**src/source/nnWeights.svh**
```systemverilog
`ifndef NN_WEIGHTS_SVH
`define NN_WEIGHTS_SVH

// Weight j of neuron k sits at slice k*FAN_IN+j, so each row is written
// with its highest input first and the rows run from the last neuron down.

// Hidden layer, ten weights per neuron.
`define NN_HIDDEN_ROW3 {8'h12, 8'hE7, 8'h05, 8'h3C, 8'hF1, 8'h29, 8'hC8, 8'h0E, 8'h51, 8'hDA}
`define NN_HIDDEN_ROW2 {8'hF6, 8'h33, 8'hA2, 8'h1B, 8'h07, 8'hE0, 8'h44, 8'hD3, 8'h0C, 8'h6E}
`define NN_HIDDEN_ROW1 {8'h2D, 8'hC1, 8'h5A, 8'hF9, 8'h13, 8'h8B, 8'h26, 8'h71, 8'hEE, 8'h09}
`define NN_HIDDEN_ROW0 {8'h64, 8'h18, 8'hD9, 8'h9F, 8'h6B, 8'h0A, 8'hBF, 8'h19, 8'h47, 8'hFC}

`define HIDDEN_WEIGHTS { \
	`NN_HIDDEN_ROW3, \
	`NN_HIDDEN_ROW2, \
	`NN_HIDDEN_ROW1, \
	`NN_HIDDEN_ROW0 \
}

// Neurons 0 and 2 start negative and clamp to zero on an all-zero input.
`define HIDDEN_BIAS {8'h0B, 8'hF4, 8'h1E, 8'hFA}

// Output layer, four weights per class.
`define NN_OUTPUT_ROW2 {8'hE3, 8'h2A, 8'h71, 8'hC6}
`define NN_OUTPUT_ROW1 {8'h19, 8'hD4, 8'hF2, 8'h3B}
`define NN_OUTPUT_ROW0 {8'h47, 8'h0D, 8'hB5, 8'h28}

`define OUTPUT_WEIGHTS { \
	`NN_OUTPUT_ROW2, \
	`NN_OUTPUT_ROW1, \
	`NN_OUTPUT_ROW0 \
}

// Class biases with class 2 first.
`define OUTPUT_BIAS {8'hF8, 8'h05, 8'hEC}

`endif

```
**src/source/nn_config.svh**
```systemverilog
`ifndef NN_CONFIG_SVH
`define NN_CONFIG_SVH

// Width of features, weights, sums and scores.
`define NN_DATA_W 8

// Layer sizes.
`define NN_INPUTS 10
`define NN_HIDDEN 4
`define NN_CLASSES 3

// Input register, sum register and activation register.
`define NN_NODE_LAT 3

// Two layers plus the argmax register.
`define NN_TOP_LAT 7

`endif

```
**src/source/nnPkg.sv**
```systemverilog
`include "nn_config.svh"

package nnPkg;

	// One feature, weight, sum or score.
	typedef logic signed [`NN_DATA_W-1:0] nnData;

	// Activation applied by every neuron of a layer.
	typedef enum logic
	{
		actRelu,
		actLinear
	} nnActivation;

endpackage

```
**src/source/nnArgmax.sv**
```systemverilog
`timescale 1ns/1ps
`include "nn_config.svh"

module nnArgmax (
	input logic clk,
	input logic reset,
	input nnPkg::nnData [`NN_CLASSES-1:0] scores,
	input logic scoreValid,
	output logic [1:0] classIndex,
	output nnPkg::nnData classScore,
	output logic classValid
);
	import nnPkg::*;

	logic [1:0] bestIndex;
	nnData bestScore;

	// Signed search over the class scores.
	always_comb
	begin
		bestIndex = '0;
		bestScore = scores[0];
		for (int c = 1; c < `NN_CLASSES; c++)
		begin
			if (scores[c] > bestScore)   // Strict, so a tie keeps the lower index.
			begin
				bestIndex = 2'(c);
				bestScore = scores[c];
			end
		end
	end

	always_ff @(posedge clk)
	begin
		if (reset)
		begin
			classIndex <= '0;
			classScore <= '0;
			classValid <= 1'b0;
		end
		else
		begin
			classValid <= scoreValid;
			if (scoreValid)
			begin
				classIndex <= bestIndex;   // Holds the last winner between vectors.
				classScore <= bestScore;
			end
		end
	end

endmodule

```
**src/source/nnLayer.sv**
```systemverilog
`timescale 1ns/1ps
`include "nn_config.svh"

module nnLayer #(
	parameter int FAN_IN = `NN_INPUTS,
	parameter int NODES = `NN_HIDDEN,
	parameter logic [NODES*FAN_IN*`NN_DATA_W-1:0] WEIGHTS = '0,
	parameter logic [NODES*`NN_DATA_W-1:0] BIASES = '0,
	parameter nnPkg::nnActivation ACTIVATION = nnPkg::actRelu
) (
	input logic clk,
	input logic reset,
	input nnPkg::nnData [FAN_IN-1:0] inputs,
	input logic inValid,
	output nnPkg::nnData [NODES-1:0] outputs,
	output logic outValid
);
	import nnPkg::*;

	localparam int ROW_W = FAN_IN * `NN_DATA_W;

	logic [`NN_NODE_LAT-1:0] validPipe;   // One bit per neuron stage.
	nnData [NODES-1:0] nodeResults;

	genvar k;

	// All neurons see the same vector and differ only in their constants.
	generate
		for (k = 0; k < NODES; k++)
		begin : nodeGen
			nnNode #(
				.FAN_IN(FAN_IN),
				.WEIGHTS(WEIGHTS[k*ROW_W +: ROW_W]),
				.BIAS(BIASES[k*`NN_DATA_W +: `NN_DATA_W]),
				.ACTIVATION(ACTIVATION)
			) node_i (
				.clk(clk),
				.reset(reset),
				.inputs(inputs),
				.result(nodeResults[k])
			);
		end
	endgenerate

	// Strobe follows the data through the same number of registers.
	always_ff @(posedge clk)
	begin
		if (reset)
		begin
			validPipe <= '0;
		end
		else
		begin
			validPipe <= {validPipe[`NN_NODE_LAT-2:0], inValid};
		end
	end

	assign outputs = nodeResults;
	assign outValid = validPipe[`NN_NODE_LAT-1];

endmodule

```
**src/source/nnNode.sv**
```systemverilog
`timescale 1ns/1ps
`include "nn_config.svh"

module nnNode #(
	parameter int FAN_IN = `NN_INPUTS,
	parameter logic [FAN_IN*`NN_DATA_W-1:0] WEIGHTS = '0,
	parameter nnPkg::nnData BIAS = '0,
	parameter nnPkg::nnActivation ACTIVATION = nnPkg::actRelu
) (
	input logic clk,
	input logic reset,
	input nnPkg::nnData [FAN_IN-1:0] inputs,
	output nnPkg::nnData result
);
	import nnPkg::*;

	nnData [FAN_IN-1:0] inputsReg;   // Stage 1.
	nnData [FAN_IN-1:0] products;
	nnData sumNext;
	nnData sumReg;                   // Stage 2.
	nnData activated;

	genvar j;

	// Each product keeps only its low byte.
	generate
		for (j = 0; j < FAN_IN; j++)
		begin : productGen
			nnData weight;

			assign weight = WEIGHTS[j*`NN_DATA_W +: `NN_DATA_W];
			assign products[j] = inputsReg[j] * weight;   // Truncated to 8 bits.
		end
	endgenerate

	// Wrap-around accumulation, bias first.
	always_comb
	begin
		sumNext = BIAS;
		for (int i = 0; i < FAN_IN; i++)
		begin
			sumNext = sumNext + products[i];
		end
	end

	always_comb
	begin
		case (ACTIVATION)
			actRelu:
			begin
				activated = sumReg[`NN_DATA_W-1] ? '0 : sumReg;   // Negative sums clamp.
			end
			actLinear:
			begin
				activated = sumReg;
			end
			default:
			begin
				activated = sumReg;
			end
		endcase
	end

	always_ff @(posedge clk)
	begin
		if (reset)
		begin
			inputsReg <= '0;
			sumReg <= '0;
			result <= '0;
		end
		else
		begin
			inputsReg <= inputs;
			sumReg <= sumNext;
			result <= activated;   // Stage 3.
		end
	end

endmodule

```
**src/source/nnTop.sv**
```systemverilog
`timescale 1ns/1ps
`include "nn_config.svh"
`include "nnWeights.svh"

module nnTop (
	input logic clk,
	input logic reset,
	input nnPkg::nnData [`NN_INPUTS-1:0] features,
	input logic inValid,
	output nnPkg::nnData [`NN_CLASSES-1:0] scores,
	output logic [1:0] classIndex,
	output nnPkg::nnData classScore,
	output logic classValid
);
	import nnPkg::*;

	nnData [`NN_HIDDEN-1:0] hiddenOut;
	logic hiddenValid;
	logic scoreValid;   // Scores are valid one cycle before classValid.

	// Ten features into four ReLU neurons.
	nnLayer #(
		.FAN_IN(`NN_INPUTS),
		.NODES(`NN_HIDDEN),
		.WEIGHTS(`HIDDEN_WEIGHTS),
		.BIASES(`HIDDEN_BIAS),
		.ACTIVATION(actRelu)
	) hiddenLayer (
		.clk(clk),
		.reset(reset),
		.inputs(features),
		.inValid(inValid),
		.outputs(hiddenOut),
		.outValid(hiddenValid)
	);

	// Linear output so class scores keep their sign.
	nnLayer #(
		.FAN_IN(`NN_HIDDEN),
		.NODES(`NN_CLASSES),
		.WEIGHTS(`OUTPUT_WEIGHTS),
		.BIASES(`OUTPUT_BIAS),
		.ACTIVATION(actLinear)
	) outputLayer (
		.clk(clk),
		.reset(reset),
		.inputs(hiddenOut),
		.inValid(hiddenValid),
		.outputs(scores),
		.outValid(scoreValid)
	);

	nnArgmax argmax_i (
		.clk(clk),
		.reset(reset),
		.scores(scores),
		.scoreValid(scoreValid),
		.classIndex(classIndex),
		.classScore(classScore),
		.classValid(classValid)
	);

endmodule

```
**config.mk**
```make
export PLATFORM = sky130hd
export DESIGN_NAME = nnTop
export DESIGN_NICKNAME = d
export VERILOG_FILES = /design/src/source/nnPkg.sv /design/src/source/nnArgmax.sv /design/src/source/nnLayer.sv /design/src/source/nnNode.sv /design/src/source/nnTop.sv
export VERILOG_INCLUDE_DIRS = /design/src /design/src/source
export SDC_FILE = /design/constraint.sdc
export NUM_CORES = 2
export LEC_CHECK = 0
export BUFFER_PORTS_ARGS = -buffer_cell sky130_fd_sc_hd__buf_2
export CELL_PAD_IN_SITES_DETAIL_PLACEMENT = 1
export CELL_PAD_IN_SITES_GLOBAL_PLACEMENT = 1
export CORE_ASPECT_RATIO = 0.8
export CORE_MARGIN = 3
export CORE_UTILIZATION = 45
export DETAILED_ROUTE_END_ITERATION = 10
export GPL_TIMING_DRIVEN = 0
export HOLD_SLACK_MARGIN = 0.05
export PLACE_DENSITY_LB_ADDON = 0.1
export REMOVE_ABC_BUFFERS = 1
export SLEW_MARGIN = 5
export SYNTH_ARGS = -nofsm -noshare
export SYNTH_HDL_FRONTEND = slang
export SYNTH_HIERARCHICAL = 1
export SYNTH_SLANG_ARGS = --single-unit
```
**constraint.sdc**
```tcl
create_clock -name clk -period 19.5 [get_ports clk]
set_input_delay 2.925 -clock clk [delete_from_list [all_inputs] [get_ports clk]]
set_output_delay 2.925 -clock clk [all_outputs]
set_load 0.02 [all_outputs]
```
# --- Yosys cells after proc, flatten, opt, wreduce, memory -nomap -nowiden ---
# Index checks and enable logic that the tools add are counted.
classes:
  muxes: 4
  n_reduce_logical: 4
  multipliers: 50
  add_sub_neg: 54
  order_cmp: 2
ops:
  columns: ["cell", "count"]
  rows:
  - ["adder 8 bit", 45]
  - ["multiplier 8 x 8 -> 8 bit, second input constant", 10]
  - ["multiplier 8 x 7 -> 8 bit, second input constant", 7]
  - ["multiplier 8 x 6 -> 8 bit, second input constant", 6]
  - ["multiplier 8 x 4 -> 7 bit, second input constant", 4]
  - ["multiplier 8 x 6 -> 7 bit, second input constant", 4]
  - ["adder 4 x 8 -> 8 bit, first input constant", 3]
  - ["multiplier 8 x 4 -> 8 bit, second input constant", 3]
  - ["multiplier 8 x 5 -> 8 bit, second input constant", 3]
  - ["multiplier 8 x 7 -> 7 bit, second input constant", 3]
  - ["adder 5 x 8 -> 8 bit, first input constant", 2]
  - ["adder 6 x 8 -> 8 bit, first input constant", 2]
  - ["greater-than comparator 8 bit", 2]
  - ["multiplier 8 x 4 -> 5 bit, second input constant", 2]
  - ["multiplier 8 x 5 -> 6 bit, second input constant", 2]
  - ["multiplier 8 x 5 -> 7 bit, second input constant", 2]
  - ["multiplier 8 x 6 -> 6 bit, second input constant", 2]
  - ["2-to-1 mux 8 bit", 2]
  - ["multiplier 8 x 3 -> 5 bit, second input constant", 1]
  - ["multiplier 8 x 3 -> 6 bit, second input constant", 1]
  - ["OR reduction 2 bit", 4]
  - ["negator 6 bit", 1]
  - ["negator 3 bit", 1]
  - ["2-to-1 mux 2 bit", 1]
  - ["2-to-1 mux 1 bit", 1]
totals:
  wordCells: 151
  ff_bits: 241

# --- Depth between registers and ports, before layout ---
logic_depth:
  ltp_word: 11
  mapped_depth: 29
  depth_no_buf: 29

# --- Modules after synthesis ---
# The synthesis kept the hierarchy.
modules_own_cells:
  columns: ["module", "cells_each", "area_per_inst_um2", "seq_area_each_um2", "n_inst"]
  rows:
  - ["nnNode at hiddenLayer.nodeGen[1].node_i", 650, 7066.8, 1841.8, 1]
  - ["nnNode at hiddenLayer.nodeGen[0].node_i", 618, 6814.0, 1741.7, 1]
  - ["nnNode at hiddenLayer.nodeGen[2].node_i", 585, 6288.5, 1661.6, 1]
  - ["nnNode at hiddenLayer.nodeGen[3].node_i", 573, 6183.4, 1741.7, 1]
  - ["nnNode at outputLayer.nodeGen[0].node_i", 275, 2990.4, 900.9, 1]
  - ["nnNode at outputLayer.nodeGen[2].node_i", 250, 2805.2, 920.9, 1]
  - ["nnNode at outputLayer.nodeGen[1].node_i", 237, 2730.1, 900.9, 1]
  - ["nnArgmax", 110, 964.7, 220.2, 1]
  - ["nnLayer", 6, 78.8, 60.1, 2]

# --- Worst setup path after synthesis ---
# Ideal clock, no wire load.
synth_path:
  path_type: "register -> register"
  startpoint: "reg hiddenLayer/nodeGen[1].node_i/inputsReg[10] in the netlist's numbering"
  endpoint: "reg hiddenLayer.nodeGen[1].node_i.sumReg[7]"
  arrival_time_ns: 8.352
  n_path_buf: 0
  required_time_ns: 19.435
  setup_time_ns: 0.065
  path_stages_with_launch: 30
  slack_ns: 11.083
  path_cell_list: "dfxtp_1 -> fa_1 -> ha_1 -> inv_1 -> fa_1 -> inv_1 -> fa_1 -> fa_1 -> inv_1 -> fa_1 -> inv_1 -> fa_1 -> inv_1 -> fa_1 -> inv_1 -> fa_1 -> inv_1 -> fa_1 -> fa_1 -> fa_1 -> fa_1 -> inv_1 -> ha_1 -> a21o_1 -> a21oi_1 -> xor2_1 -> xnor2_1 -> xnor2_1 -> xnor3_1 -> nor2_1"
synth_between:
  elab_chain_len: 10
synth_lines:
  columns: ["element", "line_no", "rtl"]
  rows:
  - ["start, declared", "nnNode.sv:17", "nnData [FAN_IN-1:0] inputsReg;"]
  - ["start signal, assigned", "nnNode.sv:74", "inputsReg <= inputs;"]
  - ["multiplier 8 x 5 -> 7 bit", "nnNode.sv:32", "assign products[j] = inputsReg[j] * weight;"]
  - ["adder 8 bit (9 in a row)", "nnNode.sv:42", "sumNext = sumNext + products[i];"]
  - ["end signal, assigned", "nnNode.sv:75", "sumReg <= sumNext;"]
  - ["end, declared", "nnNode.sv:20", "nnData sumReg;"]
# No other way between the ends.
# A chain may end at the register's enable or synchronous reset.

# --- Worst setup path after layout ---
# Ends and elaborated chain as after synthesis.

==> results.py <==
metrics = {
    "setup_path": {
        "worst-r2r-setup-slack_ns": 10.39,
        "critPathSlowestCell": "fa_1",
        "end_kind": "flip-flop",
        "crit_path_start": "hiddenLayer/nodeGen[1].node_i/inputsReg[10]",
        "worst_r2r_end": "hiddenLayer/nodeGen[1].node_i/sumReg[7]",
        "critPathCapture": "hiddenLayer/nodeGen[1].node_i/sumReg[7]",
        "reg2reg_depth": 29,
        "crit_path_max_incr_delay_ns": 0.58,
        "critPathArrivalTime_ns": 9.67,
        "crit_type": "flip-flop to flip-flop",
        "cpMostUsedCell": "fa_1",
        "timing.rr.start": "hiddenLayer/nodeGen[1].node_i/inputsReg[10]",
        "element_type_at_the_critical_path_start": "flip-flop",
        "worst-path-max-fanout": 4,
        "cp.required_ns": 20.06,
    },
    "sta": {
        "maxSlewViolCount": 0,
        "finalCriticalPeriod_ns": 9.11,
        "relative_slew_slack": 0.490,
        "final-setup-viol-count": 0,
        "rsz_0062_raised_after_global_routing": "no",
        "fin_crit_sh": 0.467,
        "worst_clock_skew_ns": 0.0310,
        "fin_setup_tns_ns": 0,
        "maximum_clock_frequency_mhz": 110,
        "tightestPinTransition_ns": 0.764,
        "postLayoutSetupSlackWorst_ns": 10.39,
        "final.hold.worst_slack_ns": 0.420,
        "timing_hold_violations_final": 0,
    },
    "drt": {
        "antenna_violating_nets_post_route": 0,
        "vias": 21432,
        "drtPass1Iterations": 4,
        "vias_per_cell": 4.74,
        "drc_errors": 0,
        "avgRoutedWirePerCell_um": 21.0,
        "detail_route.iter0.violations": 954,
        "postRouteWirelength_mm": 94.8,
    },
    "clock_tree": {
        "clk_path_buf_depth": 3,
        "cts_resized": 0,
        "tritoncts": "built",
        "cts-root-buf": "clkbuf_16",
        "ctsHoldBuffers": 0,
        "htree_num_levels": 2,
        "post-cts-setup-buffers": 0,
        "clk_transition_reported_paths_ns": 0.06,
        "clkSinkCount": 502,
        "clk_latency_ns": 0.64,
        "cts-buffers-inserted": 57,
    },
    "final_layout": {
        "layout.cells.most_common_list": "inv_1 (729), ha_1 (563), dfxtp_1 (502)",
        "layout-drive-gt1-share": 0.0665,
        "final_nets": 4486,
        "layout_commonest_cell": "inv_1",
        "fillCellCount": 8501,
        "areaGrowthSynthToFinish_pct": 10.5,
    },
    "job": {
        "maxCapViolations": 0,
    },
    "global_routing": {
        "first_global_vias": 24366,
        "grt_start_max_net_pins": 147,
        "grt_util_met2": 0.403,
        "gr-usage-met3": 0.0293,
        "first_pass_grt_wire_length_mm": 145,
        "grt-busiest-layer": "met2",
        "track_usage": 0.235,
        "globalRoute.totalOverflow": 0,
        "grt_antenna_before_repair": 29,
        "globalRouteMet1Util": 0.309,
    },
    "placement": {
        "pre_cts_setup_slack_ns": 10.33,
        "hpwlAfterDp_mm": 79.0,
        "buffer_ports.inserted": 117,
        "gp_congestion": 0.880,
    },
    "yosys": {
        "ys_top_cells_by_area": "dfxtp_1 (28%), fa_1 (23%), ha_1 (20%)",
        "yosysUniqueCellTypes": 36,
        "netlist.area_leader.share": 0.279,
        "synth-simple-area-share": 0.0910,
        "post-synth-top-area-cell": "dfxtp_1",
        "postSynthAreaPerCell_um2": 10.9,
        "post_synth_inst_count": 3310,
        "synth_adder_area_share": 0.424,
        "synth.cell_area_um2": 36000,
        "yosys-mux-area-fraction": 0.00334,
        "synth-seq-cells": 502,
        "compound_gate_fraction_of_synth_area": 0.0138,
        "ys.warnings.count": 6,
        "synth_top_family_by_area": "adder cells",
        "synth_seq_area_share": 0.279,
        "synthXorXnorAreaFrac": 0.106,
    },
    "min_path": {
        "worstHoldPathType": "flip-flop to flip-flop",
    },
    "floorplan": {
        "die-width_um": 322,
        "dieArea_um2": 83500,
        "pin_count": 118,
        "coreArea_um2": 79000,
        "placementRows": 92,
        "die_h_um": 259,
        "start_util": 0.456,
    },
    "status": {
        "status": "complete, no violations",
    },
}
[critical path, delay by kind of cell, from the launching register on]
family,cells,cell delay [ns]
AO/OA/AOI/OAI,2,0.46
XOR/XNOR,4,0.82
adder cells (fa/ha/maj),14,6.73
buffers and inverters,8,0.44
flip-flops,1,0.46
AND/OR/NAND/NOR,1,0.11
[worst min-delay path by stage]
stage	startpoint	cells after the start	to
after CTS	hiddenLayer/nodeGen[2].node_i/sumReg[3]	1	hiddenLayer/nodeGen[2].node_i/result[3]
after global placement	hiddenLayer/nodeGen[3].node_i/sumReg[5]	1	hiddenLayer/nodeGen[3].node_i/result[5]
final	hiddenLayer/nodeGen[2].node_i/sumReg[3]	1	hiddenLayer/nodeGen[2].node_i/result[3]
after floorplan	hiddenLayer/nodeGen[0].node_i/sumReg[0]	1	hiddenLayer/nodeGen[0].node_i/result[0]
after detailed placement	hiddenLayer/nodeGen[2].node_i/sumReg[1]	1	hiddenLayer/nodeGen[2].node_i/result[1]
after global routing	hiddenLayer/nodeGen[2].node_i/sumReg[4]	1	hiddenLayer/nodeGen[2].node_i/result[4]
[per-stage QoR]
step | instances | utilization | cell area [um2]
after floorplan | 3251 | - | 35800
after global placement | 4402 | 0.477 | 37600
after detailed placement | 4405 | 0.478 | 37700
after CTS | 4510 | 0.503 | 39700
after global routing | 4510 | 0.503 | 39700
final | 4517 | 0.504 | 39800
[cell type report]
cell class	instances	area (um2)	area share
Tap cell	1034	1290	0.0325
Sequential cell	502	10000	0.253
Inverter	729	2740	0.0688
Timing Repair Buffer	120	678	0.0171
Clock buffer	66	1520	0.0382
Multi-Input combinational cell	2020	23000	0.578
Antenna cell	7	17.5	0.000441
Clock inverter	39	499	0.0126
[sequential cells by signal, indices dropped and copies added (netlist names)]
register	count
hiddenLayer/nodeGen.node_i/inputsReg	289
outputLayer/nodeGen.node_i/activated	24
argmax_i/classValid	1
outputLayer/validPipe	3
hiddenLayer/nodeGen.node_i/sumReg	32
hiddenLayer/nodeGen.node_i/result	28
outputLayer/nodeGen.node_i/inputsReg	88
argmax_i/classIndex	2
hiddenLayer/validPipe	3
argmax_i/classScore	8
outputLayer/nodeGen.node_i/result	24
[cells by family after synthesis]
| group | count (synthesis) |
|---|---|
| AOI/OAI and AO/OA | 73 |
| xor gates and xnor gates | 419 |
| adders and majority gates | 973 |
| buffers and inverters | 788 |
| DFF | 502 |
| muxes | 11 |
| other | 4 |
| and+or+nand+nor | 540 |
[cells in the mapped netlist]
cell type  count
a211oi_2       2
a21o_1        28
a21oi_1       27
a21oi_2        1
a31oi_1        1
and2_1        28
buf_2          2
buf_4          4
buf_6          1
clkbuf_1      52
conb_1         4
dfxtp_1      502
fa_1         410
ha_1         563
inv_1        729
mux2_4         2
mux2i_1        9
nand2_1       18
nand2b_1       2
nand3b_1       1
nand4_1        3
nand4b_1       8
nor2_1        33
nor2_4         1
nor2b_1      443
nor3_1         2
o211ai_2       1
o21ai_0        2
o21bai_1       1
o221ai_1       8
o22ai_1        2
or3_1          1
xnor2_1      349
xnor2_2        2
xnor3_1        9
xor2_1        59
[per-layer routing]
layer	share of wire	vias to the layer above	routed length (um)
met4	0.034	0	3230
met1	0.44	10749	41800
met2	0.48	368	45600
met5	0	-	0
met3	0.044	129	4180
li1	-	10186	-
Power is not shown: default switching activity piles up to over one toggle a cycle in this logic, so the estimate is an artifact.
